$ cat src/hw/ps2_mouse_params.svh
`ifndef PS2_MOUSE_PARAMS_SVH
`define PS2_MOUSE_PARAMS_SVH

// idle counter, timeout when top three bits are all ones (~1.1 ms @ 25 MHz)
`define PS2_TIMER_BITS 15

// clock filter depth in cycles
`define PS2_FILTER_LEN 6

// receive register, ack frame plus a 4-byte report
`define PS2_RX_BITS 42
// transmit register, start + data + parity
`define PS2_TX_BITS 10
// bits captured for one command, host frame tail + ack + response byte
`define PS2_ACK_BITS 21

// axis position widths
`define PS2_X_BITS 11
`define PS2_Y_BITS 11
`define PS2_Z_BITS 11

`endif

$ cat src/hw/ps2_mouse_pkg.sv
`default_nettype none

`include "ps2_mouse_params.svh"

package ps2_mouse_pkg;

  // absolute positions, two's complement, wrap on overflow
  typedef logic signed [`PS2_X_BITS-1:0] x_pos_t;
  typedef logic signed [`PS2_Y_BITS-1:0] y_pos_t;
  typedef logic signed [`PS2_Z_BITS-1:0] z_pos_t;

  typedef logic [8:0] init_cmd_t; // {odd parity, data byte}

  localparam int NUM_CMDS = 7;

  // enable reporting, then sample rate 200, 100, 80 to unlock the wheel
  localparam init_cmd_t INIT_CMDS [NUM_CMDS] = '{
    9'h0F4, // enable data reporting
    9'h1F3, // set sample rate
    9'h0C8, // 200
    9'h1F3,
    9'h064, // 100
    9'h1F3,
    9'h150  // 80
  };

  typedef enum logic [1:0] {
    RESET_WAIT, // idle after reset until first timeout
    REQUEST,    // host holds clock low
    TRANSFER,   // command bits out, ack frame in
    RUN         // streaming reports
  } seq_state_t;

endpackage

`default_nettype wire

$ cat src/hw/ps2_link_if.sv
`default_nettype none

`include "ps2_mouse_params.svh"

interface ps2_link_if;
  import ps2_mouse_pkg::*;

  logic                    req;      // clock-low request level
  init_cmd_t               cmd;      // current init command with parity
  logic                    run;      // init done, report mode
  logic                    done;     // one-cycle end-of-frame pulse
  logic [`PS2_RX_BITS-1:0] rx_frame; // receive shift register contents

  // sequencer side
  modport seq (
    output req, cmd, run,
    input  done
  );

  // shift register side
  modport shift (
    input  req, cmd, run,
    output done, rx_frame
  );

  // report decoder only listens
  modport mon (
    input done, run, rx_frame
  );

endinterface

`default_nettype wire

$ cat src/hw/ps2_init_sequencer.sv
`default_nettype none

module ps2_init_sequencer (
  input  logic    clk,
  input  logic    arst_n,
  input  logic    timeout,
  ps2_link_if.seq link
);
  import ps2_mouse_pkg::*;

  seq_state_t state;
  seq_state_t state_nxt;
  logic [2:0] sent;     // commands acknowledged so far
  logic       last_cmd; // current command is the final one

  assign last_cmd = (sent == 3'(NUM_CMDS - 1));

  always_comb begin
    state_nxt = state;
    case (state)
      RESET_WAIT: if (timeout) state_nxt = REQUEST;  // let mouse finish its self test
      REQUEST:    if (timeout) state_nxt = TRANSFER; // clock held low long enough
      TRANSFER: begin
        // done only fires together with a timeout
        // without done the same command goes out again
        if (timeout) begin
          state_nxt = (link.done && last_cmd) ? RUN : REQUEST;
        end
      end
      default:    state_nxt = RUN; // stays in run
    endcase
  end

  always_ff @(posedge clk or negedge arst_n) begin
    if (!arst_n) begin
      state <= RESET_WAIT;
      sent  <= '0;
    end else begin
      state <= state_nxt;
      if (state == TRANSFER && link.done) sent <= sent + 1'b1; // ack frame taken
    end
  end

  assign link.req = (state == REQUEST);
  assign link.run = (state == RUN);
  assign link.cmd = (sent < 3'(NUM_CMDS)) ? INIT_CMDS[sent] : '1; // idle pattern once done

  // run is final and the clock is never requested again
  a_run_sticky : assert property (
    @(posedge clk) disable iff (!arst_n)
    link.run |=> link.run && !link.req
  );

  // shifter only reports a frame while a command is in flight
  a_done_in_transfer : assert property (
    @(posedge clk) disable iff (!arst_n)
    (link.done && !link.run) |-> (state == TRANSFER)
  );

endmodule

`default_nettype wire

$ cat src/flat_wrapper.sv
// flat-port wrapper written by rule: the top's interface ports become plain ports
module ps2_init_sequencer_flat import ps2_mouse_pkg::*;
  (clk, arst_n, timeout, link_req, link_cmd, link_run, link_done);
  ps2_link_if link_i ();
  input  logic clk;
  input  logic arst_n;
  input  logic timeout;
  output wire logic [$bits(link_i.req)-1:0] link_req;
  output wire logic [$bits(link_i.cmd)-1:0] link_cmd;
  output wire logic [$bits(link_i.run)-1:0] link_run;
  input wire logic [$bits(link_i.done)-1:0] link_done;
  assign link_req = link_i.req;
  assign link_cmd = link_i.cmd;
  assign link_run = link_i.run;
  assign link_i.done = link_done;
  ps2_init_sequencer u_core (.clk(clk), .arst_n(arst_n), .timeout(timeout), .link(link_i));
endmodule
$ cat config.mk
export PLATFORM = sky130hd
export DESIGN_NAME = ps2_init_sequencer_flat
export DESIGN_NICKNAME = d
export VERILOG_FILES = /design/src/hw/ps2_mouse_pkg.sv /design/src/hw/ps2_link_if.sv /design/src/hw/ps2_init_sequencer.sv /design/src/flat_wrapper.sv
export VERILOG_INCLUDE_DIRS = /design/src /design/src/hw
export SDC_FILE = /design/constraint.sdc
export NUM_CORES = 1
export LEC_CHECK = 0
export BUFFER_PORTS_ARGS = -buffer_cell sky130_fd_sc_hd__buf_2
export CAP_MARGIN = 20
export CORE_AREA = 2 2 39 41
export DETAILED_ROUTE_END_ITERATION = 12
export DIE_AREA = 0 0 41 43
export HOLD_SLACK_MARGIN = 0.15
export PLACE_DENSITY_LB_ADDON = 0.3
export SKIP_LAST_GASP = 1
export SLEW_MARGIN = 20
export SYNTH_ARGS = -nofsm -noshare
export SYNTH_HDL_FRONTEND = slang
export SYNTH_SLANG_ARGS = --single-unit
$ cat constraint.sdc
create_clock -name clk -period 3.47 [get_ports clk]
set_input_delay 0.1735 -clock clk [delete_from_list [all_inputs] [get_ports clk]]
set_output_delay 0.1735 -clock clk [all_outputs]
set_load 0.1 [all_outputs]
# Word-level counts from Yosys, hierarchy flattened
# Memories as Yosys holds them, arrays and structs flattened.
# Index checks and enable logic that the tools add are counted.
[word_totals]
reg_bits = 5
latchBits = 0
mem_bits_rw = 0
romBits = 72
output_inout_bits = 11
wordCells = 26
n_memories = 1
[mem_list]
columns = ["name", "depth", "width", "rd", "rd_ports_with_merged_regs", "write_ports", "line", "text"]
rows = [
  ["(no name shown)", 8, 9, 1, 0, 0, "ps2_init_sequencer.sv:46", "assign link.cmd = (sent < 3'(NUM_CMDS)) ? INIT_CMDS[sent] : '1;"],
]
[op_classes]
n_addsub = 1
n_mul = 0
div_mod_pow = 0
magnitude_cmp = 2
eq_ne = 7
shift = 0
muxes = 8
bitwise = 1
n_reduce_logical = 4
[op_table]
columns = ["cell", "n"]
rows = [
  ["$mux 9", 3],
  ["$mux 2", 4],
  ["$ne 2x2->1 const B", 3],
  ["$pmux 2 s3", 1],
  ["$eq 2x2->1 const B", 2],
  ["$ge 4x4->1 const B", 1],
  ["$not 3->4", 1],
  ["$add 3x1->3 const B", 1],
  ["$eq 3x3->1 const B", 1],
  ["$lt 3x3->1 const B", 1],
  ["$reduce_and 3->1", 1],
  ["$eq 2x1->1 const B", 1],
  ["$logic_and 1x1->1", 2],
  ["$logic_not 2->1", 1],
]

# Depth between registers and ports, before layout
# Gate-level depths: netlist of run 1.
[logic_depth]
ltp_word = 5
ltp_mapped = 4
ltp_nobuf = 4

# Least setup slack after synthesis of run 1
# No wires, ideal clock.
[synth_timing]
path_kind = "register to output"
from = "reg u_core.sent[0]"
to = "out link_cmd[3]"
arrival_time_ns = 3.383
required_ns = 3.296
setup_slack_ns = -0.086
path_stages_with_launch = 5
path_cell_list = "dfrtp_1 > inv_1 > ha_1 > inv_1 > o21ai_0"
[synth_via]
elab_chain_len = 5
elab_cells_between_ends = 6
cone_classes = "order compare (1); mux (3); bitwise (1); memory (1)"
[synth_rtl]
columns = ["element", "line", "text"]
rows = [
  ["start, declared", "ps2_init_sequencer.sv:13", "logic [2:0] sent;"],
  ["start signal, assigned", "ps2_init_sequencer.sv:40", "if (state == TRANSFER && link.done) sent <= sent + 1'b1;"],
  ["$not 3->4 (not written as such)", "ps2_init_sequencer.sv:46", ""],
  ["$mem_v2 8x9", "-", ""],
  ["$mux 9 (not written as such) (2 in a row)", "ps2_init_sequencer.sv:46", ""],
  ["$mux 9 (*)", "ps2_init_sequencer.sv:46", ""],
  ["end, declared", "flat_wrapper.sv:9", "output wire logic [$bits(link_i.cmd)-1:0] link_cmd;"],
]
# Every way passes the cells marked *; elsewhere a longest branch is shown, timed or not. The select of a mux whose other input is x is not followed.

# Final worst setup path of run 1
[layout_timing]
from = "reg u_core.sent[0]"
to = "out link_cmd[4]"
# The elaborated chain is that of the path after synthesis.

==> qor.txt, run 1 <==
Synth Register Bits - 5
Hold Slack - 0.221 ns
syn_area_per_cell - 9.60 sq um
Die X - 41 microns
GR Util met1 - 0.134
most frequent cells in the layout - buf_2, ha_1, dfrtp_1
clock buffer count from CTS - 3
net count after synthesis - 49
Overflow after GRT - 0
share of layout cells above drive strength 1 - 0.357
Cell Area, Synth - 384 sq um
Final setup viols - 0
num rows - 14
post-route minimum period - 2.01 ns
Worst Hold Launch - link_done
most common cell after layout, fill and taps aside - buf_2
fill count - 150
initial core utilization - 0.278
Post-synth top flop - dfrtp_1
Distinct cells, synth - 23
post-CTS sizing - 0
FF-to-FF Start - u_core.sent[0]
CTS Hold Buffers Added - 2
ANT nets after route - 0
DRT Wirelength - 716 microns
largest net degree at the start of global routing - 11
die area - 1760 sq um
sequential area share after synthesis - 0.326
Fin Clk Skew - 0.00729 ns
status - finished, final reports clean
HP Class - in2reg
Routed WL per cell - 9.94 microns
drt pass-1 iters - 2
clk root buf - clkbuf_4
clk sinks - 5
Die Ht - 43 microns
critical path fanouts, max - 8
antenna fix cells - 0
Skew-Pair Late Insertion Delay - 0.25 ns
I/O pin count - 15
CTS tree - yes
grt peak-use layer - met2
CTS Buffer Depth - 2
total track usage - 0.114
area of the core - 1380 sq um
# DRC - 0
Worst setup EP type - output pin
RSZ-0062 raised after global routing - no
FMAX - 499 MHz
number of H-tree levels - 1
nets - 66
routability cong. - 0.721
met2 Use GR - 0.159
Post-synth ARST share - 1.00
Tcrit/Tclk final - 0.578
vias - 308
area grow syn2layout - 29.3%
CP Class - reg2out
CP Launch Type - flip-flop
count of final max-slew check failures - 0
vias in the first global route - 297
Slowest cell on crit path - dfrtp_1
endpoints failing hold - 0
Critical Path RT - 3.30 ns
Worst setup startpoint - u_core.sent[0]
synth warn - 0
final core occ - 0.359
vias per std cell - 4.28
IO buf count - 13
CP cell instances - inv_1, ha_1, nor2b_1, a31oi_1, buf_2
drt initial violations - 2
Post-Synthesis Cells - 40
CP max stage delay - 0.50 ns
clk slew on worst S/H paths - 0.05 ns
max-cap violations - 0
Post-CTS Setup Bufs - 0
global-route wire length before repair - 1300 microns
number of enable flip-flop cells after synthesis - 0
met3 Use GR - 0.0471
initial antenna violation count - 0
setup_tns - 0 ns
Worst EP arrival - 1.83 ns
[area by class of cell]
type                            count  area (sq um)  area share
Sequential cell                     5           125       0.252
Clock buffer                        3          22.5      0.0453
Timing Repair Buffer               15          85.1       0.171
Clock inverter                      1          5.00      0.0101
Tap cell                           16          20.0      0.0403
Inverter                            4          15.0      0.0302
Multi-Input combinational cell     28           224       0.451
[layer usage]
layer,up-vias,routed length [microns]
met5,-,0
met4,0,0
li1,161,-
met3,0,39
met1,139,321
met2,8,355
[stage by stage]
step | instance area (sq um) | std cells | setup WS [ns]
after floorplan | 384 | 40 | 0.676
after global placement | 449 | 66 | 1.78
after detailed placement | 449 | 66 | 1.72
after CTS | 497 | 72 | 1.45
after global routing | 497 | 72 | 1.36
final | 497 | 72 | 1.46
[worst max-delay path, delay by kind of cell, from the launching register on]
family	cells	cell delay, ns
buf+inv	2	0.57
flops	1	0.50
fa+ha+maj	1	0.25
simple gates	1	0.14
compound gates	1	0.13
[sequential cells by signal (all words and copies together), names as in the netlist]
| name | flops |
|---|---|
| u_core.state | 2 |
| u_core.sent | 3 |
[cell families after synthesis]
group / Yosys count / share of synthesized area
AOI/OAI and AO/OA: 5 / 0.0879
muxes: 2 / 0.0651
xor gates and xnor gates: 2 / 0.0456
adders and majority gates: 5 / 0.163
DFF: 5 / 0.326
buffers and inverters: 7 / 0.0912
other: 1 / 0.00976
and+or+nand+nor: 13 / 0.212
[synthesized netlist by cell type (2+ instances only)]
cell      number  area, sq um
nand3b_1       2         15.0
nand2_1        2         7.51
nand2b_1       2         12.5
xnor2_1        2         17.5
a22o_1         2         17.5
buf_4          2         15.0
inv_1          4         15.0
ha_1           5         62.6
dfrtp_1        5          125
[worst paths after layout]
check / endpoint / slack [ns] / cells past startpoint
setup / recovery: link_cmd[4] / 1.46 / 5
hold / removal: u_core.state[1] / 0.22 / 3
setup reg to reg: u_core.sent[1] / 2.15 / 3
hold reg to reg: u_core.state[1] / 0.60 / 2
max in group asynchronous: u_core.state[1] / 3.07 / 2
min in group asynchronous: u_core.state[0] / 0.26 / 2
Power of run 1 is left out: the tool's default activity adds up to more than one toggle a clock period on the data nets, which glitch-free logic cannot reach.
==> run 2, diff against run 1 <==
==> constraint.sdc (replaced) <==
create_clock -name clk -period 1.75 [get_ports clk]
set_input_delay 0.0875 -clock clk [delete_from_list [all_inputs] [get_ports clk]]
set_output_delay 0.0875 -clock clk [all_outputs]
set_load 0.1 [all_outputs]
==> qor.txt, run 2 (synthesized netlist as in run 1, its figures left out) <==
status - finished, final reports clean
most frequent cells in the layout - buf_2, ha_1, buf_12
vias in the first global route - 275 (-7.4%)
Critical Path RT - 1.66 ns (-1.64 ns)
ANT nets after route - 0 (unchanged)
endpoints failing hold - 0 (unchanged)
post-route minimum period - 1.62 ns
Hold Slack - 0.193 ns (-0.0288 ns)
Worst EP arrival - 1.54 ns (-0.29 ns)
area grow syn2layout - 58.6%
Tcrit/Tclk final - 0.928
initial core utilization - 0.278 (unchanged)
DRT Wirelength - 689 microns (-3.8%)
RSZ-0062 raised after global routing - no
CP cell instances - inv_1, ha_1, nor2b_1, a31oi_4, buf_12
IO buf count - 13 (unchanged)
Worst path top cell family by delay - flip-flops
max FFs per register - 3 (unchanged)
most common cell after layout, fill and taps aside - buf_2
setup_tns - 0 ns (unchanged)
num rows - 14 (unchanged)
Buf+Inv Stages, Crit Path - 2 (unchanged)
CP Launch Type - flip-flop
fill count - 137 (-8.7%)
number of H-tree levels - 1 (unchanged)
detailed placement HPWL - 562 microns
nets - 67 (+1.5%)
total track usage - 0.102 (-0.0119)
global-route wire length before repair - 1180 microns (-9.1%)
Routed WL per cell - 9.44 microns (-5.1%)
count of final max-slew check failures - 0 (unchanged)
CP max stage delay - 0.43 ns (-0.07 ns)
vias - 312 (+1.3%)
share of layout cells above drive strength 1 - 0.404 (+0.0464)
die area - 1760 sq um (unchanged)
drt pass-1 iters - 3 (+1)
clk sinks - 5 (unchanged)
HP Class - in2async
clk slew on worst S/H paths - 0.04 ns (about the same)
routability cong. - 0.712 (-1.2%)
Slowest cell on crit path - dfrtp_2
Post-CTS Setup Bufs - 0 (unchanged)
largest net degree at the start of global routing - 11 (unchanged)
CP Class - reg2out
FMAX - 616 MHz
CTS tree - yes
Fin Clk Skew - 0.00455 ns (-0.00274 ns)
clk root buf - clkbuf_4
# DRC - 0 (unchanged)
I/O pin count - 15 (unchanged)
Worst setup EP type - output pin
critical path fanouts, max - 8 (unchanged)
Skew-Pair Late Insertion Delay - 0.24 ns (about the same)
clock buffer count from CTS - 3 (unchanged)
vias per std cell - 4.27 (about the same)
final core occ - 0.440 (+0.0814)
antenna fix cells - 0 (unchanged)
Largest regs - u_core.sent x3, u_core.state x2
Die X - 41 microns (unchanged)
initial antenna violation count - 0 (unchanged)
Die Ht - 43 microns (unchanged)
Overflow after GRT - 0 (unchanged)
max-cap violations - 0 (unchanged)
area of the core - 1380 sq um (unchanged)
CTS Buffer Depth - 2 (unchanged)
largest reg by FF count - u_core.sent
Final setup viols - 0 (unchanged)
drt initial violations - 4 (+2)
-- run 2: cell count changes in the layout (fill, tap and decap cells not counted), sizes merged --
cell	change
clkbuf	+1
clkinv	-1
dlygate4sd3	+1
-- run 2: repair_timing --
item                                    4_1_cts  5_1_grt
hold buffers                                  3        0
gates resized for setup                       0        1
endpoints found under the setup margin        0        1
endpoints found under the hold margin         7        0
-- run 2: path summary, 6_finish.rpt --
check	startpoint	endpoint	slack (ns)	cells past startpoint
worst max-delay path	u_core.sent[0]	link_cmd[4]	0.13	5
worst min-delay path	arst_n	u_core.sent[2]	0.19	2
worst max register to register	u_core.sent[1]	u_core.sent[1]	0.53	3
worst min register to register	u_core.sent[0]	u_core.sent[0]	0.55	1
max in group asynchronous	arst_n	u_core.sent[0]	1.42	2
min in group clk	u_core.sent[0]	u_core.sent[0]	0.55	1
-- run 2: through the flow --
stage / cells / setup slack [ns] / area [sq um]
5_1_grt: 73 / 0.0219 / 609
4_1_cts: 73 / 0.0191 / 608
3_5_place_dp: 66 / 0.280 / 552
3_3_place_gp: 66 / 0.316 / 552
2_1_floorplan: 40 / -0.181 / 412
6_report: 73 / 0.126 / 609
-- run 2: final cells by class --
| class | instances | area, sq um | area share |
|---|---|---|---|
| Tap cell | 16 | 20.0 | 0.0329 |
| Inverter | 4 | 15.0 | 0.0246 |
| Timing Repair Buffer | 16 | 170 | 0.279 |
| Sequential cell | 5 | 126 | 0.207 |
| Clock buffer | 4 | 26.3 | 0.0431 |
| Multi-Input combinational cell | 28 | 251 | 0.413 |
-- run 2: routing by layer --
layer	vias to the layer above	global-route usage	share of wire	wire length, microns
met5	-	0	0	0
met4	0	0.0400	0	0
met3	0	0.0628	0.067	46
met2	10	0.147	0.49	339
met1	138	0.118	0.44	303
li1	164	-	-	-
Power of run 2 is left out for the same reason.
==> run 3, diff against run 2 <==
--- a/config.mk
+++ b/config.mk
@@ -6,11 +6,11 @@
 export SDC_FILE = /design/constraint.sdc
 export NUM_CORES = 1
 export LEC_CHECK = 0
-export BUFFER_PORTS_ARGS = -buffer_cell sky130_fd_sc_hd__buf_2
 export CAP_MARGIN = 20
 export CORE_AREA = 2 2 39 41
 export DETAILED_ROUTE_END_ITERATION = 12
 export DIE_AREA = 0 0 41 43
+export DONT_BUFFER_PORTS = 1
 export HOLD_SLACK_MARGIN = 0.15
 export PLACE_DENSITY_LB_ADDON = 0.3
 export SKIP_LAST_GASP = 1
==> qor.txt, run 3 (synthesized netlist as in run 1, its figures left out) <==
HP Class - in2reg
total track usage - 0.0921 (-0.0100)
CTS Buffer Depth - 2 (unchanged)
Tcrit/Tclk final - 0.909 (-0.0194)
setup ws final - 0.160 ns (+0.0340 ns)
drt initial violations - 2 (-2)
number of H-tree levels - 1 (unchanged)
routability cong. - 0.653 (-8.4%)
CP Class - reg2out
final non-filler cell total - 70 (-4.1%)
Slew @ Worst Pin - 0.509 ns
post-route minimum period - 1.59 ns (-0.0340 ns)
clk slew on worst S/H paths - 0.04 ns (about the same)
Routed WL per cell - 9.79 microns (+3.7%)
FMAX - 629 MHz (+2.1%)
# DRC - 0 (unchanged)
post-CTS sizing - 0 (unchanged)
max-cap violations - 0 (unchanged)
largest net degree at the start of global routing - 11 (unchanged)
critical path fanouts, max - 7 (-1)
RSZ-0062 raised after global routing - no
status - finished, final reports clean
share of layout cells above drive strength 1 - 0.333 (-0.0702)
vias per std cell - 4.36 (+1.9%)
placed instance count - 62 (-6.1%)
I/O pin count - 15 (unchanged)
Reg area - 125 sq um (-0.99%)
endpoints failing hold - 0 (unchanged)
Worst setup EP type - output pin
count of final max-slew check failures - 0 (unchanged)
vias in the first global route - 255 (-7.3%)
ANT nets after route - 0 (unchanged)
drt pass-1 iters - 2 (-1)
Skew-Pair Late Insertion Delay - 0.24 ns (about the same)
largest reg by FF count - u_core.sent
Fin Clk Skew - 0.00268 ns (-0.00187 ns)
max_slew headroom - 0.662
antenna fix cells - 0 (unchanged)
fill count - 144 (+5.1%)
CTS tree - yes
Worst EP arrival - 1.50 ns (-0.04 ns)
multi-input logic area - 251 sq um (unchanged)
IO buf count - 0 (-13)
Hold Slack - 0.572 ns (+0.379 ns)
initial antenna violation count - 0 (unchanged)
most frequent cells in the layout - ha_1, buf_4, dfrtp_1
Critical Path RT - 1.66 ns (about the same)
clk root buf - clkbuf_4
CTS Hold Buffers Added - 4 (+1)
vias - 305 (-2.2%)
Final setup viols - 0 (unchanged)
initial core utilization - 0.278 (unchanged)
Overflow after GRT - 0 (unchanged)
DP Worst Slack - 0.408 ns (+0.128 ns)
Die X - 41 microns (unchanged)
num rows - 14 (unchanged)
clk sinks - 5 (unchanged)
nets - 64 (-4.5%)
max FFs per register - 3 (unchanged)
grt peak-use layer - met2
Post-CTS Setup Bufs - 0 (unchanged)
detailed placement HPWL - 526 microns (-6.3%)
area grow syn2layout - 55.0%
GR Util met1 - 0.116 (-0.00291)
met3 Use GR - 0.0628 (unchanged)
Largest regs - u_core.sent x3, u_core.state x2
die area - 1760 sq um (unchanged)
clock buffer count from CTS - 3 (unchanged)
DRT Wirelength - 685 microns (-0.58%)
global-route wire length before repair - 1060 microns (-11%)
Die Ht - 43 microns (unchanged)
CP Launch Type - flip-flop
met2 Use GR - 0.128 (-0.0188)
area of the core - 1380 sq um (unchanged)
run 3: area by class of cell:
class,instances,area share
well taps,16,0.0336
flip-flops and latches,5,0.210
inverters,4,0.0252
multi-input cells,28,0.422
repair buffers,13,0.265
clock buffers,4,0.0441
run 3: worst paths after layout:
check	slack, ns	end	cells after the start	from
worst min-delay path	0.57	u_core.state[0]	2	timeout
min in group asynchronous	0.68	u_core.sent[0]	2	arst_n
worst min register to register	0.59	u_core.state[1]	2	u_core.state[0]
worst max-delay path	0.16	link_cmd[8]	5	u_core.sent[1]
worst max register to register	0.55	u_core.sent[1]	3	u_core.sent[1]
max in group asynchronous	0.88	u_core.state[1]	2	arst_n
run 3: worst max-delay path: stages (launching register included):
cell     delay (ns)
dfrtp_1        0.44
inv_1          0.13
ha_1           0.22
inv_1          0.06
a22o_1         0.25
buf_12         0.17
run 3: stage by stage:
stage / area, sq um / util / TNS, ns
detailed placement: 529 / 0.382 / 0
global placement: 529 / 0.382 / 0
floorplan: 412 / - / -0.181
global route: 596 / 0.430 / 0
finish: 596 / 0.430 / 0
CTS: 596 / 0.430 / 0
run 3: per-layer routing:
metal	vias to the layer above	routed length, microns
met3	0	58
met1	136	294
met4	0	0
met2	11	333
li1	158	-
met5	-	0
Power of run 3 is left out for the same reason.
